### config.mk
export PLATFORM = sky130hd
export DESIGN_NAME = cluster_fabric
export DESIGN_NICKNAME = d
export VERILOG_FILES = /design/src/rtl/cluster_fabric_pkg.sv /design/src/rtl/req_fork_node.sv /design/src/rtl/req_broadcast_tree.sv /design/src/rtl/ring_spill_reg.sv /design/src/rtl/ring_network.sv /design/src/rtl/idx_sync.sv /design/src/rtl/cluster_fabric.sv
export VERILOG_INCLUDE_DIRS = /design/src /design/src/include
export SDC_FILE = /design/constraint.sdc
export NUM_CORES = 1
export LEC_CHECK = 0
export ABC_AREA = 1
export BUFFER_PORTS_ARGS = -buffer_cell sky130_fd_sc_hd__clkbuf_2
export CAP_MARGIN = 0
export CORE_AREA = 2 2 478 480
export DETAILED_ROUTE_END_ITERATION = 10
export DIE_AREA = 0 0 480 482
export GPL_ROUTABILITY_DRIVEN = 0
export GPL_TIMING_DRIVEN = 1
export SLEW_MARGIN = 20
export SYNTH_ARGS = -nofsm -noshare
export SYNTH_HDL_FRONTEND = slang
export SYNTH_SLANG_ARGS = --single-unit
export TNS_END_PERCENT = 10
### constraint.sdc
create_clock -name clk_i -period 5.2 [get_ports clk_i]
set_input_delay 0.78 -clock clk_i [delete_from_list [all_inputs] [get_ports clk_i]]
set_output_delay 0.78 -clock clk_i [all_outputs]
set_load 0.03 [all_outputs]
### src/include/fabric_defs.svh
/*
 * Shared assertion helpers for the cluster fabric RTL
 * Clocking and reset qualifier used by every fabric check
 */
`ifndef FABRIC_DEFS_SVH
`define FABRIC_DEFS_SVH

// Checks sample on the fabric clock and sleep during reset
`define FABRIC_CLK_RST @(posedge clk_i) disable iff (!rst_n_i)

`define FABRIC_ASSERT(name, prop) \
  name : assert property (`FABRIC_CLK_RST (prop)) \
    else $error("%m: fabric check failed");

`endif

### src/rtl/cluster_fabric_pkg.sv
/*
 * Fabric configuration package
 * Cluster count, fork tree depth, request and ring word widths
 * Floorplan ring bypass masks
 */
`default_nettype none

package cluster_fabric_pkg;

  ////////////////////
  // Topology
  ////////////////////

  // Must stay a power of two, the fork tree is binary
  localparam int unsigned NR_CLUSTERS = 4;
  localparam int unsigned NR_LEVELS   = $clog2(NR_CLUSTERS);

  ////////////////////
  // Word widths
  ////////////////////

  localparam int unsigned REQ_WIDTH  = 32;
  localparam int unsigned RING_WIDTH = 64;

  ////////////////////
  // Ring floorplan
  ////////////////////

  // Set bit: hop leaving that cluster is abutted, no spill register
  localparam logic [NR_CLUSTERS-1:0] RING_BYPASS_LEFT  = 4'b0101;
  localparam logic [NR_CLUSTERS-1:0] RING_BYPASS_RIGHT = 4'b1010;

endpackage

`default_nettype wire

### src/rtl/req_fork_node.sv
/*
 * Registered one-to-two stream fork
 * One word register plus a per-child owed flag
 * Input is released once both children have taken the word
 */
`default_nettype none

`include "fabric_defs.svh"

module req_fork_node (
  input  logic                                   clk_i,
  input  logic                                   rst_n_i,
  // Upstream side
  input  logic                                   valid_i,
  input  logic [cluster_fabric_pkg::REQ_WIDTH-1:0] data_i,
  output logic                                   ready_o,
  // Two children, same word
  output logic [1:0]                             valid_o,
  output logic [cluster_fabric_pkg::REQ_WIDTH-1:0] data_o,
  input  logic [1:0]                             ready_i
);

  import cluster_fabric_pkg::*;

  logic [REQ_WIDTH-1:0] data_q;
  logic [1:0]           owed_q;
  logic [1:0]           owed_next;
  logic                 accept;

  ////////////////////
  // Handshake
  ////////////////////

  // Children still waiting after this cycle's handshakes
  assign owed_next = owed_q & ~ready_i;

  // Free once nobody is left owed, also when the last child takes it now
  assign ready_o = ~|owed_next;
  assign accept  = valid_i & ready_o;

  always_ff @(posedge clk_i) begin
    if (!rst_n_i) begin
      owed_q <= '0;
    end else if (accept) begin
      owed_q <= 2'b11;
    end else begin
      owed_q <= owed_next;
    end
  end

  // Payload only moves on acceptance
  always_ff @(posedge clk_i) begin
    if (accept) begin
      data_q <= data_i;
    end
  end

  ////////////////////
  // Outputs
  ////////////////////

  // A child sees valid until it has taken the word once
  assign valid_o = owed_q;
  assign data_o  = data_q;

  // Word held for a blocked child must not change under it
  `FABRIC_ASSERT(a_data_stable_while_owed, (|owed_next) |=> $stable(data_o))

endmodule

`default_nettype wire

### src/rtl/req_broadcast_tree.sv
/*
 * Binary broadcast tree of registered fork nodes
 * Level l holds 2^l nodes, one cycle per level
 * Every leaf sees every root word once and in order
 */
`default_nettype none

module req_broadcast_tree (
  input  logic                                   clk_i,
  input  logic                                   rst_n_i,
  // Host request
  input  logic                                   req_valid_i,
  input  logic [cluster_fabric_pkg::REQ_WIDTH-1:0] req_data_i,
  output logic                                   req_ready_o,
  // Cluster leaves
  output logic [cluster_fabric_pkg::NR_CLUSTERS-1:0] leaf_valid_o,
  output logic [cluster_fabric_pkg::NR_CLUSTERS-1:0][cluster_fabric_pkg::REQ_WIDTH-1:0]
                                                 leaf_data_o,
  input  logic [cluster_fabric_pkg::NR_CLUSTERS-1:0] leaf_ready_i
);

  import cluster_fabric_pkg::*;

  // Stream signals between levels, index 0 is the root
  logic [NR_LEVELS:0][NR_CLUSTERS-1:0]                lvl_valid;
  logic [NR_LEVELS:0][NR_CLUSTERS-1:0][REQ_WIDTH-1:0] lvl_data;
  logic [NR_LEVELS:0][NR_CLUSTERS-1:0]                lvl_ready;

  assign lvl_valid[0][0] = req_valid_i;
  assign lvl_data[0][0]  = req_data_i;
  assign req_ready_o     = lvl_ready[0][0];

  for (genvar l = 0; l < NR_LEVELS; l++) begin : g_level
    for (genvar n = 0; n < (1 << l); n++) begin : g_node
      logic [REQ_WIDTH-1:0] node_data;

      req_fork_node i_fork_node (
        .clk_i   (clk_i),
        .rst_n_i (rst_n_i),
        .valid_i (lvl_valid[l][n]),
        .data_i  (lvl_data[l][n]),
        .ready_o (lvl_ready[l][n]),
        .valid_o (lvl_valid[l+1][2*n +: 2]),
        .data_o  (node_data),
        .ready_i (lvl_ready[l+1][2*n +: 2])
      );

      // Both children share the node register
      assign lvl_data[l+1][2*n]   = node_data;
      assign lvl_data[l+1][2*n+1] = node_data;
    end

    // Slots past the width of this level carry nothing
    for (genvar n = (1 << l); n < NR_CLUSTERS; n++) begin : g_unused
      assign lvl_valid[l][n] = 1'b0;
      assign lvl_data[l][n]  = '0;
      assign lvl_ready[l][n] = 1'b0;
    end
  end

  assign leaf_valid_o         = lvl_valid[NR_LEVELS];
  assign leaf_data_o          = lvl_data[NR_LEVELS];
  assign lvl_ready[NR_LEVELS] = leaf_ready_i;

endmodule

`default_nettype wire

### src/rtl/ring_spill_reg.sv
/*
 * Two-slot spill register for one ring hop
 * Ready toward the sender depends on flops only
 * One cycle latency, one word per cycle
 */
`default_nettype none

`include "fabric_defs.svh"

module ring_spill_reg (
  input  logic                                    clk_i,
  input  logic                                    rst_n_i,
  input  logic                                    valid_i,
  input  logic [cluster_fabric_pkg::RING_WIDTH-1:0] data_i,
  output logic                                    ready_o,
  output logic                                    valid_o,
  output logic [cluster_fabric_pkg::RING_WIDTH-1:0] data_o,
  input  logic                                    ready_i
);

  import cluster_fabric_pkg::*;

  logic [RING_WIDTH-1:0] a_data_q;
  logic [RING_WIDTH-1:0] b_data_q;
  logic                  a_full_q;
  logic                  b_full_q;
  logic                  a_fill;
  logic                  a_drain;
  logic                  b_fill;
  logic                  b_drain;

  ////////////////////
  // Slot A, input side
  ////////////////////

  assign a_fill  = valid_i & ready_o;
  // A empties whenever B has room, either out or into B
  assign a_drain = a_full_q & ~b_full_q;

  always_ff @(posedge clk_i) begin
    if (!rst_n_i) begin
      a_full_q <= 1'b0;
    end else if (a_fill || a_drain) begin
      a_full_q <= a_fill;
    end
  end

  always_ff @(posedge clk_i) begin
    if (a_fill) begin
      a_data_q <= data_i;
    end
  end

  ////////////////////
  // Slot B, overflow
  ////////////////////

  // Catches A only when the receiver stalls
  assign b_fill  = a_drain & ~ready_i;
  assign b_drain = b_full_q & ready_i;

  always_ff @(posedge clk_i) begin
    if (!rst_n_i) begin
      b_full_q <= 1'b0;
    end else if (b_fill || b_drain) begin
      b_full_q <= b_fill;
    end
  end

  always_ff @(posedge clk_i) begin
    if (b_fill) begin
      b_data_q <= a_data_q;
    end
  end

  // Older word sits in B when both are full
  assign valid_o = a_full_q | b_full_q;
  assign data_o  = b_full_q ? b_data_q : a_data_q;
  assign ready_o = ~a_full_q | ~b_full_q;

  // No word may land in A while both slots hold data
  `FABRIC_ASSERT(a_no_accept_when_full, (a_full_q && b_full_q) |-> !a_fill)

endmodule

`default_nettype wire

### src/rtl/ring_network.sv
/*
 * Bidirectional cluster ring
 * Right hops go c to c+1, left hops go c to c-1, with wrap
 * Each hop is a spill register or plain wires, per floorplan mask
 */
`default_nettype none

module ring_network (
  input  logic                                     clk_i,
  input  logic                                     rst_n_i,
  // Toward the right neighbour
  input  logic [cluster_fabric_pkg::NR_CLUSTERS-1:0] ring_r_valid_i,
  input  logic [cluster_fabric_pkg::NR_CLUSTERS-1:0][cluster_fabric_pkg::RING_WIDTH-1:0]
                                                   ring_r_data_i,
  output logic [cluster_fabric_pkg::NR_CLUSTERS-1:0] ring_r_ready_o,
  output logic [cluster_fabric_pkg::NR_CLUSTERS-1:0] ring_r_valid_o,
  output logic [cluster_fabric_pkg::NR_CLUSTERS-1:0][cluster_fabric_pkg::RING_WIDTH-1:0]
                                                   ring_r_data_o,
  input  logic [cluster_fabric_pkg::NR_CLUSTERS-1:0] ring_r_ready_i,
  // Toward the left neighbour
  input  logic [cluster_fabric_pkg::NR_CLUSTERS-1:0] ring_l_valid_i,
  input  logic [cluster_fabric_pkg::NR_CLUSTERS-1:0][cluster_fabric_pkg::RING_WIDTH-1:0]
                                                   ring_l_data_i,
  output logic [cluster_fabric_pkg::NR_CLUSTERS-1:0] ring_l_ready_o,
  output logic [cluster_fabric_pkg::NR_CLUSTERS-1:0] ring_l_valid_o,
  output logic [cluster_fabric_pkg::NR_CLUSTERS-1:0][cluster_fabric_pkg::RING_WIDTH-1:0]
                                                   ring_l_data_o,
  input  logic [cluster_fabric_pkg::NR_CLUSTERS-1:0] ring_l_ready_i
);

  import cluster_fabric_pkg::*;

  for (genvar c = 0; c < NR_CLUSTERS; c++) begin : g_hop
    // Neighbour indices with wrap-around
    localparam int unsigned NXT = (c + 1) % NR_CLUSTERS;
    localparam int unsigned PRV = (c + NR_CLUSTERS - 1) % NR_CLUSTERS;

    ////////////////////
    // Right hop c -> NXT
    ////////////////////
    if (RING_BYPASS_RIGHT[c]) begin : g_right_wire
      // Abutted macros, zero-cycle hop
      assign ring_r_valid_o[NXT] = ring_r_valid_i[c];
      assign ring_r_data_o[NXT]  = ring_r_data_i[c];
      assign ring_r_ready_o[c]   = ring_r_ready_i[NXT];
    end else begin : g_right_cut
      ring_spill_reg i_spill_right (
        .clk_i   (clk_i),
        .rst_n_i (rst_n_i),
        .valid_i (ring_r_valid_i[c]),
        .data_i  (ring_r_data_i[c]),
        .ready_o (ring_r_ready_o[c]),
        .valid_o (ring_r_valid_o[NXT]),
        .data_o  (ring_r_data_o[NXT]),
        .ready_i (ring_r_ready_i[NXT])
      );
    end

    ////////////////////
    // Left hop c -> PRV
    ////////////////////
    if (RING_BYPASS_LEFT[c]) begin : g_left_wire
      assign ring_l_valid_o[PRV] = ring_l_valid_i[c];
      assign ring_l_data_o[PRV]  = ring_l_data_i[c];
      assign ring_l_ready_o[c]   = ring_l_ready_i[PRV];
    end else begin : g_left_cut
      ring_spill_reg i_spill_left (
        .clk_i   (clk_i),
        .rst_n_i (rst_n_i),
        .valid_i (ring_l_valid_i[c]),
        .data_i  (ring_l_data_i[c]),
        .ready_o (ring_l_ready_o[c]),
        .valid_o (ring_l_valid_o[PRV]),
        .data_o  (ring_l_data_o[PRV]),
        .ready_i (ring_l_ready_i[PRV])
      );
    end
  end

endmodule

`default_nettype wire

### src/rtl/idx_sync.sv
/*
 * Indexed-operation barrier
 * Sticky completion vectors from clusters and from the shuffle side
 * One-cycle sync pulse when both match, then both clear
 */
`default_nettype none

`include "fabric_defs.svh"

module idx_sync (
  input  logic                                     clk_i,
  input  logic                                     rst_n_i,
  input  logic [cluster_fabric_pkg::NR_CLUSTERS-1:0] idx_done_i,
  input  logic [cluster_fabric_pkg::NR_CLUSTERS-1:0] shuf_done_i,
  output logic                                     idx_sync_o
);

  import cluster_fabric_pkg::*;

  logic [NR_CLUSTERS-1:0] idx_seen_q;
  logic [NR_CLUSTERS-1:0] shuf_seen_q;
  logic                   sync_all;

  // Both sides reported and agree on the cluster set
  assign sync_all = (idx_seen_q != '0) && (shuf_seen_q != '0) &&
                    (idx_seen_q == shuf_seen_q);

  always_ff @(posedge clk_i) begin
    if (!rst_n_i) begin
      idx_seen_q  <= '0;
      shuf_seen_q <= '0;
    end else if (sync_all) begin
      // Round closes, pulses landing in this cycle are dropped
      idx_seen_q  <= '0;
      shuf_seen_q <= '0;
    end else begin
      idx_seen_q  <= idx_seen_q | idx_done_i;
      shuf_seen_q <= shuf_seen_q | shuf_done_i;
    end
  end

  assign idx_sync_o = sync_all;

  // Clear after a match leaves a gap of at least one cycle
  `FABRIC_ASSERT(a_sync_single_cycle, idx_sync_o |=> !idx_sync_o)

endmodule

`default_nettype wire

### src/rtl/cluster_fabric.sv
/*
 * Inter-cluster fabric top
 * Request broadcast tree, bidirectional ring, indexed barrier
 */
`default_nettype none

module cluster_fabric (
  input  logic                                     clk_i,
  input  logic                                     rst_n_i,
  // Host request
  input  logic                                     req_valid_i,
  input  logic [cluster_fabric_pkg::REQ_WIDTH-1:0]   req_data_i,
  output logic                                     req_ready_o,
  // Request leaves, one per cluster
  output logic [cluster_fabric_pkg::NR_CLUSTERS-1:0] leaf_valid_o,
  output logic [cluster_fabric_pkg::NR_CLUSTERS-1:0][cluster_fabric_pkg::REQ_WIDTH-1:0]
                                                   leaf_data_o,
  input  logic [cluster_fabric_pkg::NR_CLUSTERS-1:0] leaf_ready_i,
  // Ring, right direction
  input  logic [cluster_fabric_pkg::NR_CLUSTERS-1:0] ring_r_valid_i,
  input  logic [cluster_fabric_pkg::NR_CLUSTERS-1:0][cluster_fabric_pkg::RING_WIDTH-1:0]
                                                   ring_r_data_i,
  output logic [cluster_fabric_pkg::NR_CLUSTERS-1:0] ring_r_ready_o,
  output logic [cluster_fabric_pkg::NR_CLUSTERS-1:0] ring_r_valid_o,
  output logic [cluster_fabric_pkg::NR_CLUSTERS-1:0][cluster_fabric_pkg::RING_WIDTH-1:0]
                                                   ring_r_data_o,
  input  logic [cluster_fabric_pkg::NR_CLUSTERS-1:0] ring_r_ready_i,
  // Ring, left direction
  input  logic [cluster_fabric_pkg::NR_CLUSTERS-1:0] ring_l_valid_i,
  input  logic [cluster_fabric_pkg::NR_CLUSTERS-1:0][cluster_fabric_pkg::RING_WIDTH-1:0]
                                                   ring_l_data_i,
  output logic [cluster_fabric_pkg::NR_CLUSTERS-1:0] ring_l_ready_o,
  output logic [cluster_fabric_pkg::NR_CLUSTERS-1:0] ring_l_valid_o,
  output logic [cluster_fabric_pkg::NR_CLUSTERS-1:0][cluster_fabric_pkg::RING_WIDTH-1:0]
                                                   ring_l_data_o,
  input  logic [cluster_fabric_pkg::NR_CLUSTERS-1:0] ring_l_ready_i,
  // Indexed barrier
  input  logic [cluster_fabric_pkg::NR_CLUSTERS-1:0] idx_done_i,
  input  logic [cluster_fabric_pkg::NR_CLUSTERS-1:0] shuf_done_i,
  output logic                                     idx_sync_o
);

  // Host request fan-out
  req_broadcast_tree i_req_tree (
    .clk_i        (clk_i),
    .rst_n_i      (rst_n_i),
    .req_valid_i  (req_valid_i),
    .req_data_i   (req_data_i),
    .req_ready_o  (req_ready_o),
    .leaf_valid_o (leaf_valid_o),
    .leaf_data_o  (leaf_data_o),
    .leaf_ready_i (leaf_ready_i)
  );

  ring_network i_ring (
    .clk_i          (clk_i),
    .rst_n_i        (rst_n_i),
    .ring_r_valid_i (ring_r_valid_i),
    .ring_r_data_i  (ring_r_data_i),
    .ring_r_ready_o (ring_r_ready_o),
    .ring_r_valid_o (ring_r_valid_o),
    .ring_r_data_o  (ring_r_data_o),
    .ring_r_ready_i (ring_r_ready_i),
    .ring_l_valid_i (ring_l_valid_i),
    .ring_l_data_i  (ring_l_data_i),
    .ring_l_ready_o (ring_l_ready_o),
    .ring_l_valid_o (ring_l_valid_o),
    .ring_l_data_o  (ring_l_data_o),
    .ring_l_ready_i (ring_l_ready_i)
  );

  idx_sync i_idx_sync (
    .clk_i       (clk_i),
    .rst_n_i     (rst_n_i),
    .idx_done_i  (idx_done_i),
    .shuf_done_i (shuf_done_i),
    .idx_sync_o  (idx_sync_o)
  );

endmodule

`default_nettype wire

### Word level (Yosys, flattened, before mapping)

Cells that the tools add are included.

* bits in registers: 630
* input bits: 575
* output and inout bits: 662
* word-level logic and storage cells: 99

* equal/unequal tests: 1
* muxes and demuxes: 7
* bitwise gates (word level): 48
* reductions and logical operators: 19

Operators by type and width (count)
* 2-to-1 mux 64 bit: 4
* AND 1 bit: 19
* NOT 1 bit: 13
* logical OR 1 bit: 8
* OR 1 bit: 8
* OR 4 bit: 2
* nonzero test 4 bit: 2
* OR reduction 2 bit: 4
* AND 2 bit: 3
* 2-to-1 mux 2 bit: 3
* NOT 2 bit: 3
* == test 4 bit: 1
* logical NOT 1 bit: 3
* logical AND 1 bit: 2

### Longest topological paths before layout

Gate-level depths: netlist (run 1).

* word-level depth: 10
* mapped depth: 7
* gate-level depth less buffers: 7

### Cells and area by module

Synthesis (run 1) repeated with hierarchy kept, for this count alone.

* cell total of the unflattened synthesis: 1928
* area, all modules: 25092.8 sq um

Modules (own cells, without submodules)
* ring_spill_reg: times used 4, cells an instance 349, area an instance 4769.6 sq um
* req_fork_node: times used 3, cells an instance 51, area an instance 1069.8 sq um
* ring_network: times used 1, cells an instance 264, area an instance 1981.9 sq um
* req_broadcast_tree: times used 1, cells an instance 64, area an instance 480.5 sq um
* idx_sync: times used 1, cells an instance 51, area an instance 342.8 sq um

### Worst setup path after synthesis (run 1)

Ideal clock, no wire load.

* kind: input port to flip-flop
* from: input port ring_r_valid_i[0] in the netlist's numbering
* to: register i_ring.g_hop[0].g_right_cut.i_spill_right.a_data_q[0] (enable)
* setup time: 507 ps
* arrival time: 3929 ps
* path slack: 765 ps
* stages on the path: 2
* path buffers: 0
* cell sequence: inv_1 a21oi_1

* longest elaborated chain between the ends: 1

RTL lines
* from (decl): RTL line cluster_fabric.sv:20 `input logic [cluster_fabric_pkg::NR_CLUSTERS-1:0] ring_r_valid_i,`
* AND 1 bit: RTL line ring_spill_reg.sv:36 `assign a_fill = valid_i & ready_o;`
* named net i_ring.g_hop[0].g_right_cut.i_spill_right.a_fill: RTL line ring_spill_reg.sv:27 `logic a_fill;`
* to (signal assigned): RTL line ring_spill_reg.sv:50 `a_data_q <= data_i;`
* to (decl): RTL line ring_spill_reg.sv:23 `logic [RING_WIDTH-1:0] a_data_q;`

The timed path passes the listed nets, and every way through them passes these cells.
A chain may end at the register's enable or synchronous reset.

==> results of run 1 <==
==> power breakdown <==
group | leakage [nW] | total (W) | switching, W | internal (W)
combinational | 5.56 | 0.00126 | 0.000950 | 0.000307
clock | 1.22 | 0.00543 | 0.00237 | 0.00306
sequential | 5.94 | 0.00602 | 0.000158 | 0.00586
==> state kept, by name, summed over array words and instances, names as in the netlist <==
signal and count:
i_req_tree.g_level.g_node.i_fork_node.data_o 96, i_ring.g_hop.g_left_cut.i_spill_left.b_full_q 2, i_req_tree.g_level.g_node.i_fork_node.valid_o 6, i_idx_sync.idx_seen_q 4, i_ring.g_hop.g_left_cut.i_spill_left.a_data_q 128, i_ring.g_hop.g_left_cut.i_spill_left.b_data_q 128
i_ring.g_hop.g_left_cut.i_spill_left.a_full_q 2, i_ring.g_hop.g_right_cut.i_spill_right.b_data_q 128, i_ring.g_hop.g_right_cut.i_spill_right.a_data_q 128, i_idx_sync.shuf_seen_q 4, i_ring.g_hop.g_right_cut.i_spill_right.a_full_q 2, i_ring.g_hop.g_right_cut.i_spill_right.b_full_q 2
==> logic make-up (layout without fill, tap and decap cells) <==
family | count (synthesis) | count (layout)
and+or+nand+nor | 836 | 836
DFF | 630 | 630
buffers and inverters | 429 | 900
AOI/OAI and AO/OA | 14 | 14
other | 0 | 30
==> layer usage <==
metal	vias to the layer above	track usage
met5	-	0
li1	6890	-
met1	7391	0.0937
met3	336	0.0508
met2	1056	0.145
met4	2	0.0537
==> through the flow <==
| step | util | hold slack (ns) | power [W] | worst slack [ns] |
|---|---|---|---|---|
| after floorplan | - | 0.421 | 0.00719 | 0.765 |
| after global routing | 0.142 | 0.174 | 0.0132 | 1.55 |
| after detailed placement | 0.131 | 0.430 | 0.00741 | 2.12 |
| after global placement | 0.131 | 0.423 | 0.00740 | 2.18 |
| after CTS | 0.142 | 0.145 | 0.0130 | 1.72 |
| final | 0.142 | 0.256 | 0.0127 | 1.76 |
==> cells in the mapped netlist <==
cell / number
sky130_fd_sc_hd__nor2_1: 30
sky130_fd_sc_hd__buf_6: 28
sky130_fd_sc_hd__clkbuf_1: 3
sky130_fd_sc_hd__buf_2: 27
sky130_fd_sc_hd__a21oi_1: 12
sky130_fd_sc_hd__nand3_2: 1
sky130_fd_sc_hd__edfxtp_1: 608
sky130_fd_sc_hd__dfxtp_1: 22
sky130_fd_sc_hd__nor2_2: 1
sky130_fd_sc_hd__nor3_1: 4
sky130_fd_sc_hd__a21boi_0: 2
sky130_fd_sc_hd__inv_2: 4
sky130_fd_sc_hd__buf_4: 339
sky130_fd_sc_hd__inv_1: 28
sky130_fd_sc_hd__nand2_4: 1
sky130_fd_sc_hd__nand2_1: 799
==> final cells by class <==
type,count,area (um2),area share
Sequential cell,630,18700,0.580
Clock buffer,83,1940,0.0601
Antenna cell,30,75.1,0.00233
Clock inverter,54,597,0.0185
Timing Repair Buffer,731,3730,0.116
Inverter,32,120,0.00373
Tap cell,3009,3760,0.117
Multi-Input combinational cell,850,3320,0.103
==> final timing paths <==
| kind | endpoint | slack, ns |
|---|---|---|
| max | ring_r_data_o[217] | 1.76 |
| min | register | 0.26 |
| min reg2reg | register | 0.44 |
| max reg2reg | register | 2.09 |
==> worst reg2reg max path: cells and delay by family, from the launching register on <==
kind / cells / cell delay, ns
and+or+nand+nor: 2 / 0.64
DFF: 1 / 0.31
buffers and inverters: 3 / 1.77
==> results_dict.tcl, run 1 <==
set metrics [dict create \
    first_iteration_detailed_routing_drc_count 1063 \
    clk_pin_slew_ns 0.06 \
    postCtsSetupRepairBufs 0 \
    layoutNonFillerInstCount 5419 \
    floorplan.initialDensity 0.111 \
    min_path_type "in2reg" \
    wl_per_cell_um 20.4 \
    fp.dieH_um 482 \
    cts_root_buf "sky130_fd_sc_hd__clkbuf_16" \
    postSynthCellCount 1909 \
    status "finished, final reports clean" \
    die_w_um 480 \
    dieArea_mm2 0.231 \
    cp_max_fo 68 \
    cellLeakagePower_nw 12.7 \
    number_of_buffers_inserted_by_hold_repair_at_cts 0 \
    residual_drc_count 0 \
    final_min_period_over_clock_period 0.662 \
    post_synth_num_cell_types 16 \
    finalSetupViolCount 0 \
    antenna_found_initial 42 \
    synth_fp_nets 2484 \
    hold-path-cell-count 1 \
    via_count 15675 \
    timing.final.hold_violations 0 \
    worst_ir_drop_vdd_mv 0.349 \
    dpl.cell_count 5252 \
    critical_path_depth 5 \
    synth_compound_area_frac 0.00300 \
    clk-insertion-delay-late_ns 0.70 \
    global_route.usage.total 0.0910 \
    drtPass1Iterations 5 \
    crit_chain "buf_4, inv_2, nand2_1, nand2_1, clkbuf_2" \
    finClkSkew_ns 0.0375 \
    final_net_count 2896 \
    synth_top_family_by_area "simple AND/OR/NAND/NOR gates" \
    max_slew_margin 0.279 \
    timing.critical_path.to_type "output port" \
    max-clock-path-buffers 3 \
    placed_cell_area_mm2 0.0296 \
    rsz0062_at_grt "no" \
    yosys.area.top_type_share 0.729 \
    detailroute.wirelength.met2_um 51600 \
    core_mm2 0.226 \
    vias_per_cell 2.89 \
    highest_clock_rate_ghz 0.290 \
    area_growth_syn_to_layout_pct 28.7 \
    worst_path_largest_cell_delay_ns 0.81 \
    maxUsedRoutingLayer "met5" \
    cts_tree "done" \
    worst-endpoint-arrival_ns 2.66 \
    cts_htree_levels 3 \
    holdCritStartpoint "ring_r_data_i[177]" \
    final_antenna_net_count 0 \
    register_to_register_path_depth 5 \
    fraction_of_the_mapped_netlist_area_in_simple_logic_gates 0.126 \
    metal1_wirelength_um 37200 \
    post_synth_fa_ha_maj_area_fraction 0 \
    worst_path_max_delay_cell "sky130_fd_sc_hd__inv_2" \
    synth_area_leader_cell "sky130_fd_sc_hd__edfxtp_1" \
    critical_path.top_delay_family "buffers and inverters" \
    setup_tns_ns 0 \
    synth.cell_area_mm2 0.0251 \
    grt_start_max_net_pins 69 \
    post_synth_main_area_contributors "sky130_fd_sc_hd__edfxtp_1 (73%), sky130_fd_sc_hd__nand2_1 (12%), sky130_fd_sc_hd__buf_4 (10%)" \
    grt_pass1_vias 15436 \
    io_pins 1237 \
    report.final.slew_viol_count 0 \
    maxCapViolations 0 \
    numCtsBuffers 76 \
    critical_path_buf_inv_count 3 \
    tightestPinTransition_ns 1.08 \
    share_of_cells_above_drive_strength_1 0.366 \
    globalRouteOverflowTotal 0 \
    finalWirelength_um 111000 \
    worst-endpoint-required_ns 4.42 \
    synth-seq-area-share 0.746 \
    layout.filler_cells 25416 \
    placementRows 175 \
    synth.yosys.warnings 0 \
    grt_first_pass_wirelength_um 141000 \
    dp.final_hpwl_um 89800 \
    clkSinkCount 630 \
    worst_path_most_repeated_cell "sky130_fd_sc_hd__nand2_1" \
    layout_commonest_cell "sky130_fd_sc_hd__nand2_1" \
    final_cell_mix "sky130_fd_sc_hd__nand2_1 (799), sky130_fd_sc_hd__clkbuf_2 (708), sky130_fd_sc_hd__edfxtp_1 (608)" \
    total_power_divided_by_cell_area_mw_per_mm2 394 \
    crit_type "reg2out" \
    post_synth.cell_area_avg_um2 13.1 \
    yosys-mux-area-fraction 0 \
    cp-start-kind "register" \
    post_cts.resized_instances 0 \
    fin_area_mm2 0.0322 \
    routed-wl-met3_um 15500 \
    io_buffers 708 \
    final.min_clock_period_ns 3.44 \
    synth_xor_area_frac 0 \
    number_of_flip_flops_and_latches_in_the_synthesized_netlist 630 \
]
No activity file was read; power rests on OpenSTA's default activity.
==> inputs of run 2 (changes only) <==
- ABC_AREA: 1 -> 0
- CORE_AREA: 2 2 478 480 -> 2 2 475 477
- DIE_AREA: 0 0 480 482 -> 0 0 477 479
- clock period: 5.2 -> 3.4 ns (I/O delays scaled with it)
==> run 2 against run 1 <==
Clock skew shrank 0.0047 ns. First-iteration DRC count is 15% lower. Count of clock-buffer cells in the layout rose by 5. Clock power rose by 55%. Sequential power grew 53%. Combinational power grew 61%. Core utilization rose by 1.4 points. Synthesized cell count fell by 30%. Non-clock buffer count rose by 279. Flip-flop and latch count unchanged. Setup slack got worse by 1.3 ns. Synthesized area down 1.0%. Largest power group unchanged.
==> results_dict.tcl, run 2 <==
set metrics [dict create \
    final_min_period_over_clock_period 0.876 \
    top_usage_layer "met2" \
    synth_enable_flop_cells 608 \
    fp.dieH_um 479 \
    core_mm2 0.224 \
    cts_htree_levels 3 \
    final_net_count 2630 \
    cts_tree "done" \
    dominantRegCellSynth "sky130_fd_sc_hd__edfxtp_1" \
    critical_path_buf_inv_count 2 \
    cp-start-kind "register" \
    tightestPinTransition_ns 1.04 \
    worst_path_largest_cell_delay_ns 0.76 \
    drtPass1Iterations 4 \
    total_power_divided_by_cell_area_mw_per_mm2 562 \
    layout.filler_cells 24417 \
    finalSetupViolCount 0 \
    synth_area_leader_cell "sky130_fd_sc_hd__edfxtp_1" \
    post_synth_main_area_contributors "sky130_fd_sc_hd__edfxtp_1 (74%), sky130_fd_sc_hd__mux2_2 (11%), sky130_fd_sc_hd__buf_4 (10%)" \
    cp_max_fo 32 \
    yosys.area.top_type_share 0.736 \
    final_cell_mix "sky130_fd_sc_hd__clkbuf_2 (708), sky130_fd_sc_hd__edfxtp_1 (608), sky130_fd_sc_hd__dlygate4sd3_1 (282)" \
    clk-insertion-delay-late_ns 0.70 \
    dpl.cell_count 4686 \
    power_after_layout_w 0.0196 \
    io_pins 1237 \
    layoutNonFillerInstCount 5115 \
    post-synth-top-count-cell "sky130_fd_sc_hd__edfxtp_1" \
    residual_drc_count 0 \
    die_w_um 477 \
    worst_ir_drop_vdd_mv 0.416 \
    floorplan.initialDensity 0.111 \
    numCtsBuffers 77 \
    sequential_area_mm2 0.0187 \
    groute.layer.met1.usage 0.0913 \
    critical_path.top_delay_family "flip-flops" \
    synth.cell_area_mm2 0.0248 \
    max-clock-path-buffers 3 \
    groute.layer.met2.usage 0.148 \
    grt_start_max_net_pins 69 \
    globalRouteOverflowTotal 0 \
    synth.yosys.warnings 0 \
    timing.critical_path.to_type "output port" \
    cts_root_buf "sky130_fd_sc_hd__clkbuf_16" \
    maxCapViolations 0 \
    placementRows 174 \
    final_antenna_net_count 0 \
    final.min_clock_period_ns 2.98 \
    first_iteration_detailed_routing_drc_count 900 \
    crit_chain "buf_4, mux2_2, clkbuf_2" \
    synth_fp_nets 1911 \
    timing.final.hold_violations 0 \
    finClkSkew_ns 0.0328 \
    area_growth_syn_to_layout_pct 41.0 \
    post_synth.cell_area_avg_um2 18.6 \
    grt_first_pass_wirelength_um 133000 \
    antenna_found_initial 49 \
    max_slew_margin 0.304 \
    worst_path_max_delay_cell "sky130_fd_sc_hd__dfxtp_4" \
    holdCritStartpoint "ring_l_data_i[73]" \
    clk_pin_slew_ns 0.06 \
    fin_area_mm2 0.0350 \
    area_of_the_multi_input_gates_mm2 0.00338 \
    highest_clock_rate_ghz 0.336 \
    dieArea_mm2 0.228 \
    groute.layer.met3.usage 0.0364 \
    dp.final_hpwl_um 80500 \
    register_to_register_path_depth 3 \
    min_path_type "in2reg" \
    setup_tns_ns 0 \
    number_of_flip_flops_and_latches_in_the_synthesized_netlist 630 \
    grt_pass1_vias 14902 \
    status "finished, final reports clean" \
    synth-seq-area-share 0.754 \
    finalWirelength_um 103000 \
    crit_type "reg2out" \
    io_buffers 708 \
    synth_top_cells_by_count "sky130_fd_sc_hd__edfxtp_1 (608), sky130_fd_sc_hd__buf_4 (336), sky130_fd_sc_hd__mux2_2 (251), sky130_fd_sc_hd__dfxtp_1 (22), sky130_fd_sc_hd__buf_2 (20)" \
    global_route.usage.total 0.0862 \
    report.final.slew_viol_count 0 \
    cellLeakagePower_nw 12.5 \
    worst-endpoint-required_ns 2.89 \
    via_count 14130 \
    vias_per_cell 2.76 \
    post_synth_num_cell_types 26 \
    synth_async_sr_flop_share 0 \
    layout_commonest_cell "sky130_fd_sc_hd__clkbuf_2" \
    critical_path_depth 3 \
    postSynthCellCount 1336 \
    worst-endpoint-arrival_ns 2.47 \
    hold-path-cell-count 1 \
    post_cts.resized_instances 0 \
    share_of_cells_above_drive_strength_1 0.523 \
    wl_per_cell_um 20.1 \
    clkSinkCount 630 \
    rsz0062_at_grt "no" \
    placed_cell_area_mm2 0.0296 \
]
run 2: final timing paths:
kind	endpoint	slack (ns)
hold reg to reg	register	0.41
setup / recovery	ring_r_data_o[97]	0.42
setup reg to reg	register	1.11
hold / removal	register	0.08
run 2: logic make-up (layout without fill, tap and decap cells):
family,Yosys count,in the layout,share of synthesized area
compound gates,14,14,0.00343
xor+xnor,3,3,0.00106
buf+inv,372,1151,0.112
flops,630,630,0.754
mux,256,256,0.116
other cells,0,8,0
simple gates,61,61,0.0132
run 2: through the flow:
| step | setup WS (ns) | util | hold slack [ns] |
|---|---|---|---|
| after floorplan | -0.270 | - | 0.419 |
| after global placement | 1.08 | 0.132 | 0.424 |
| after detailed placement | 1.06 | 0.132 | 0.430 |
| after CTS | 0.252 | 0.156 | 0.000492 |
| after global routing | 0.238 | 0.156 | 0.0122 |
| final | 0.420 | 0.156 | 0.0773 |
run 2: layer usage:
layer  vias up  wire [um]
li1       6096          -
met1      6834      37100
met2       839      50800
met3       353       9680
met4         8       4890
met5         -         53
run 2: report_power, final:
group	switching, W	internal (W)	total [W]	leakage (nW)
Combinational	0.00128	0.000756	0.00203	5.38
Clock	0.00367	0.00472	0.00839	1.22
Sequential	0.000271	0.00895	0.00922	5.94
run 2: what timing repair did:
action	CTS	global route
hold buffers	282	0
buffers inserted	0	0
endpoints found under the hold margin	282	0
run 2: cell type report:
cell class | count | area share
repair buffers | 1010 | 0.188
clock buffers | 88 | 0.0566
diodes | 8 | 0.000572
well taps | 2992 | 0.107
clock inverters | 51 | 0.0159
inverters | 2 | 0.000215
flip-flops and latches | 630 | 0.535
multi-input cells | 334 | 0.0966
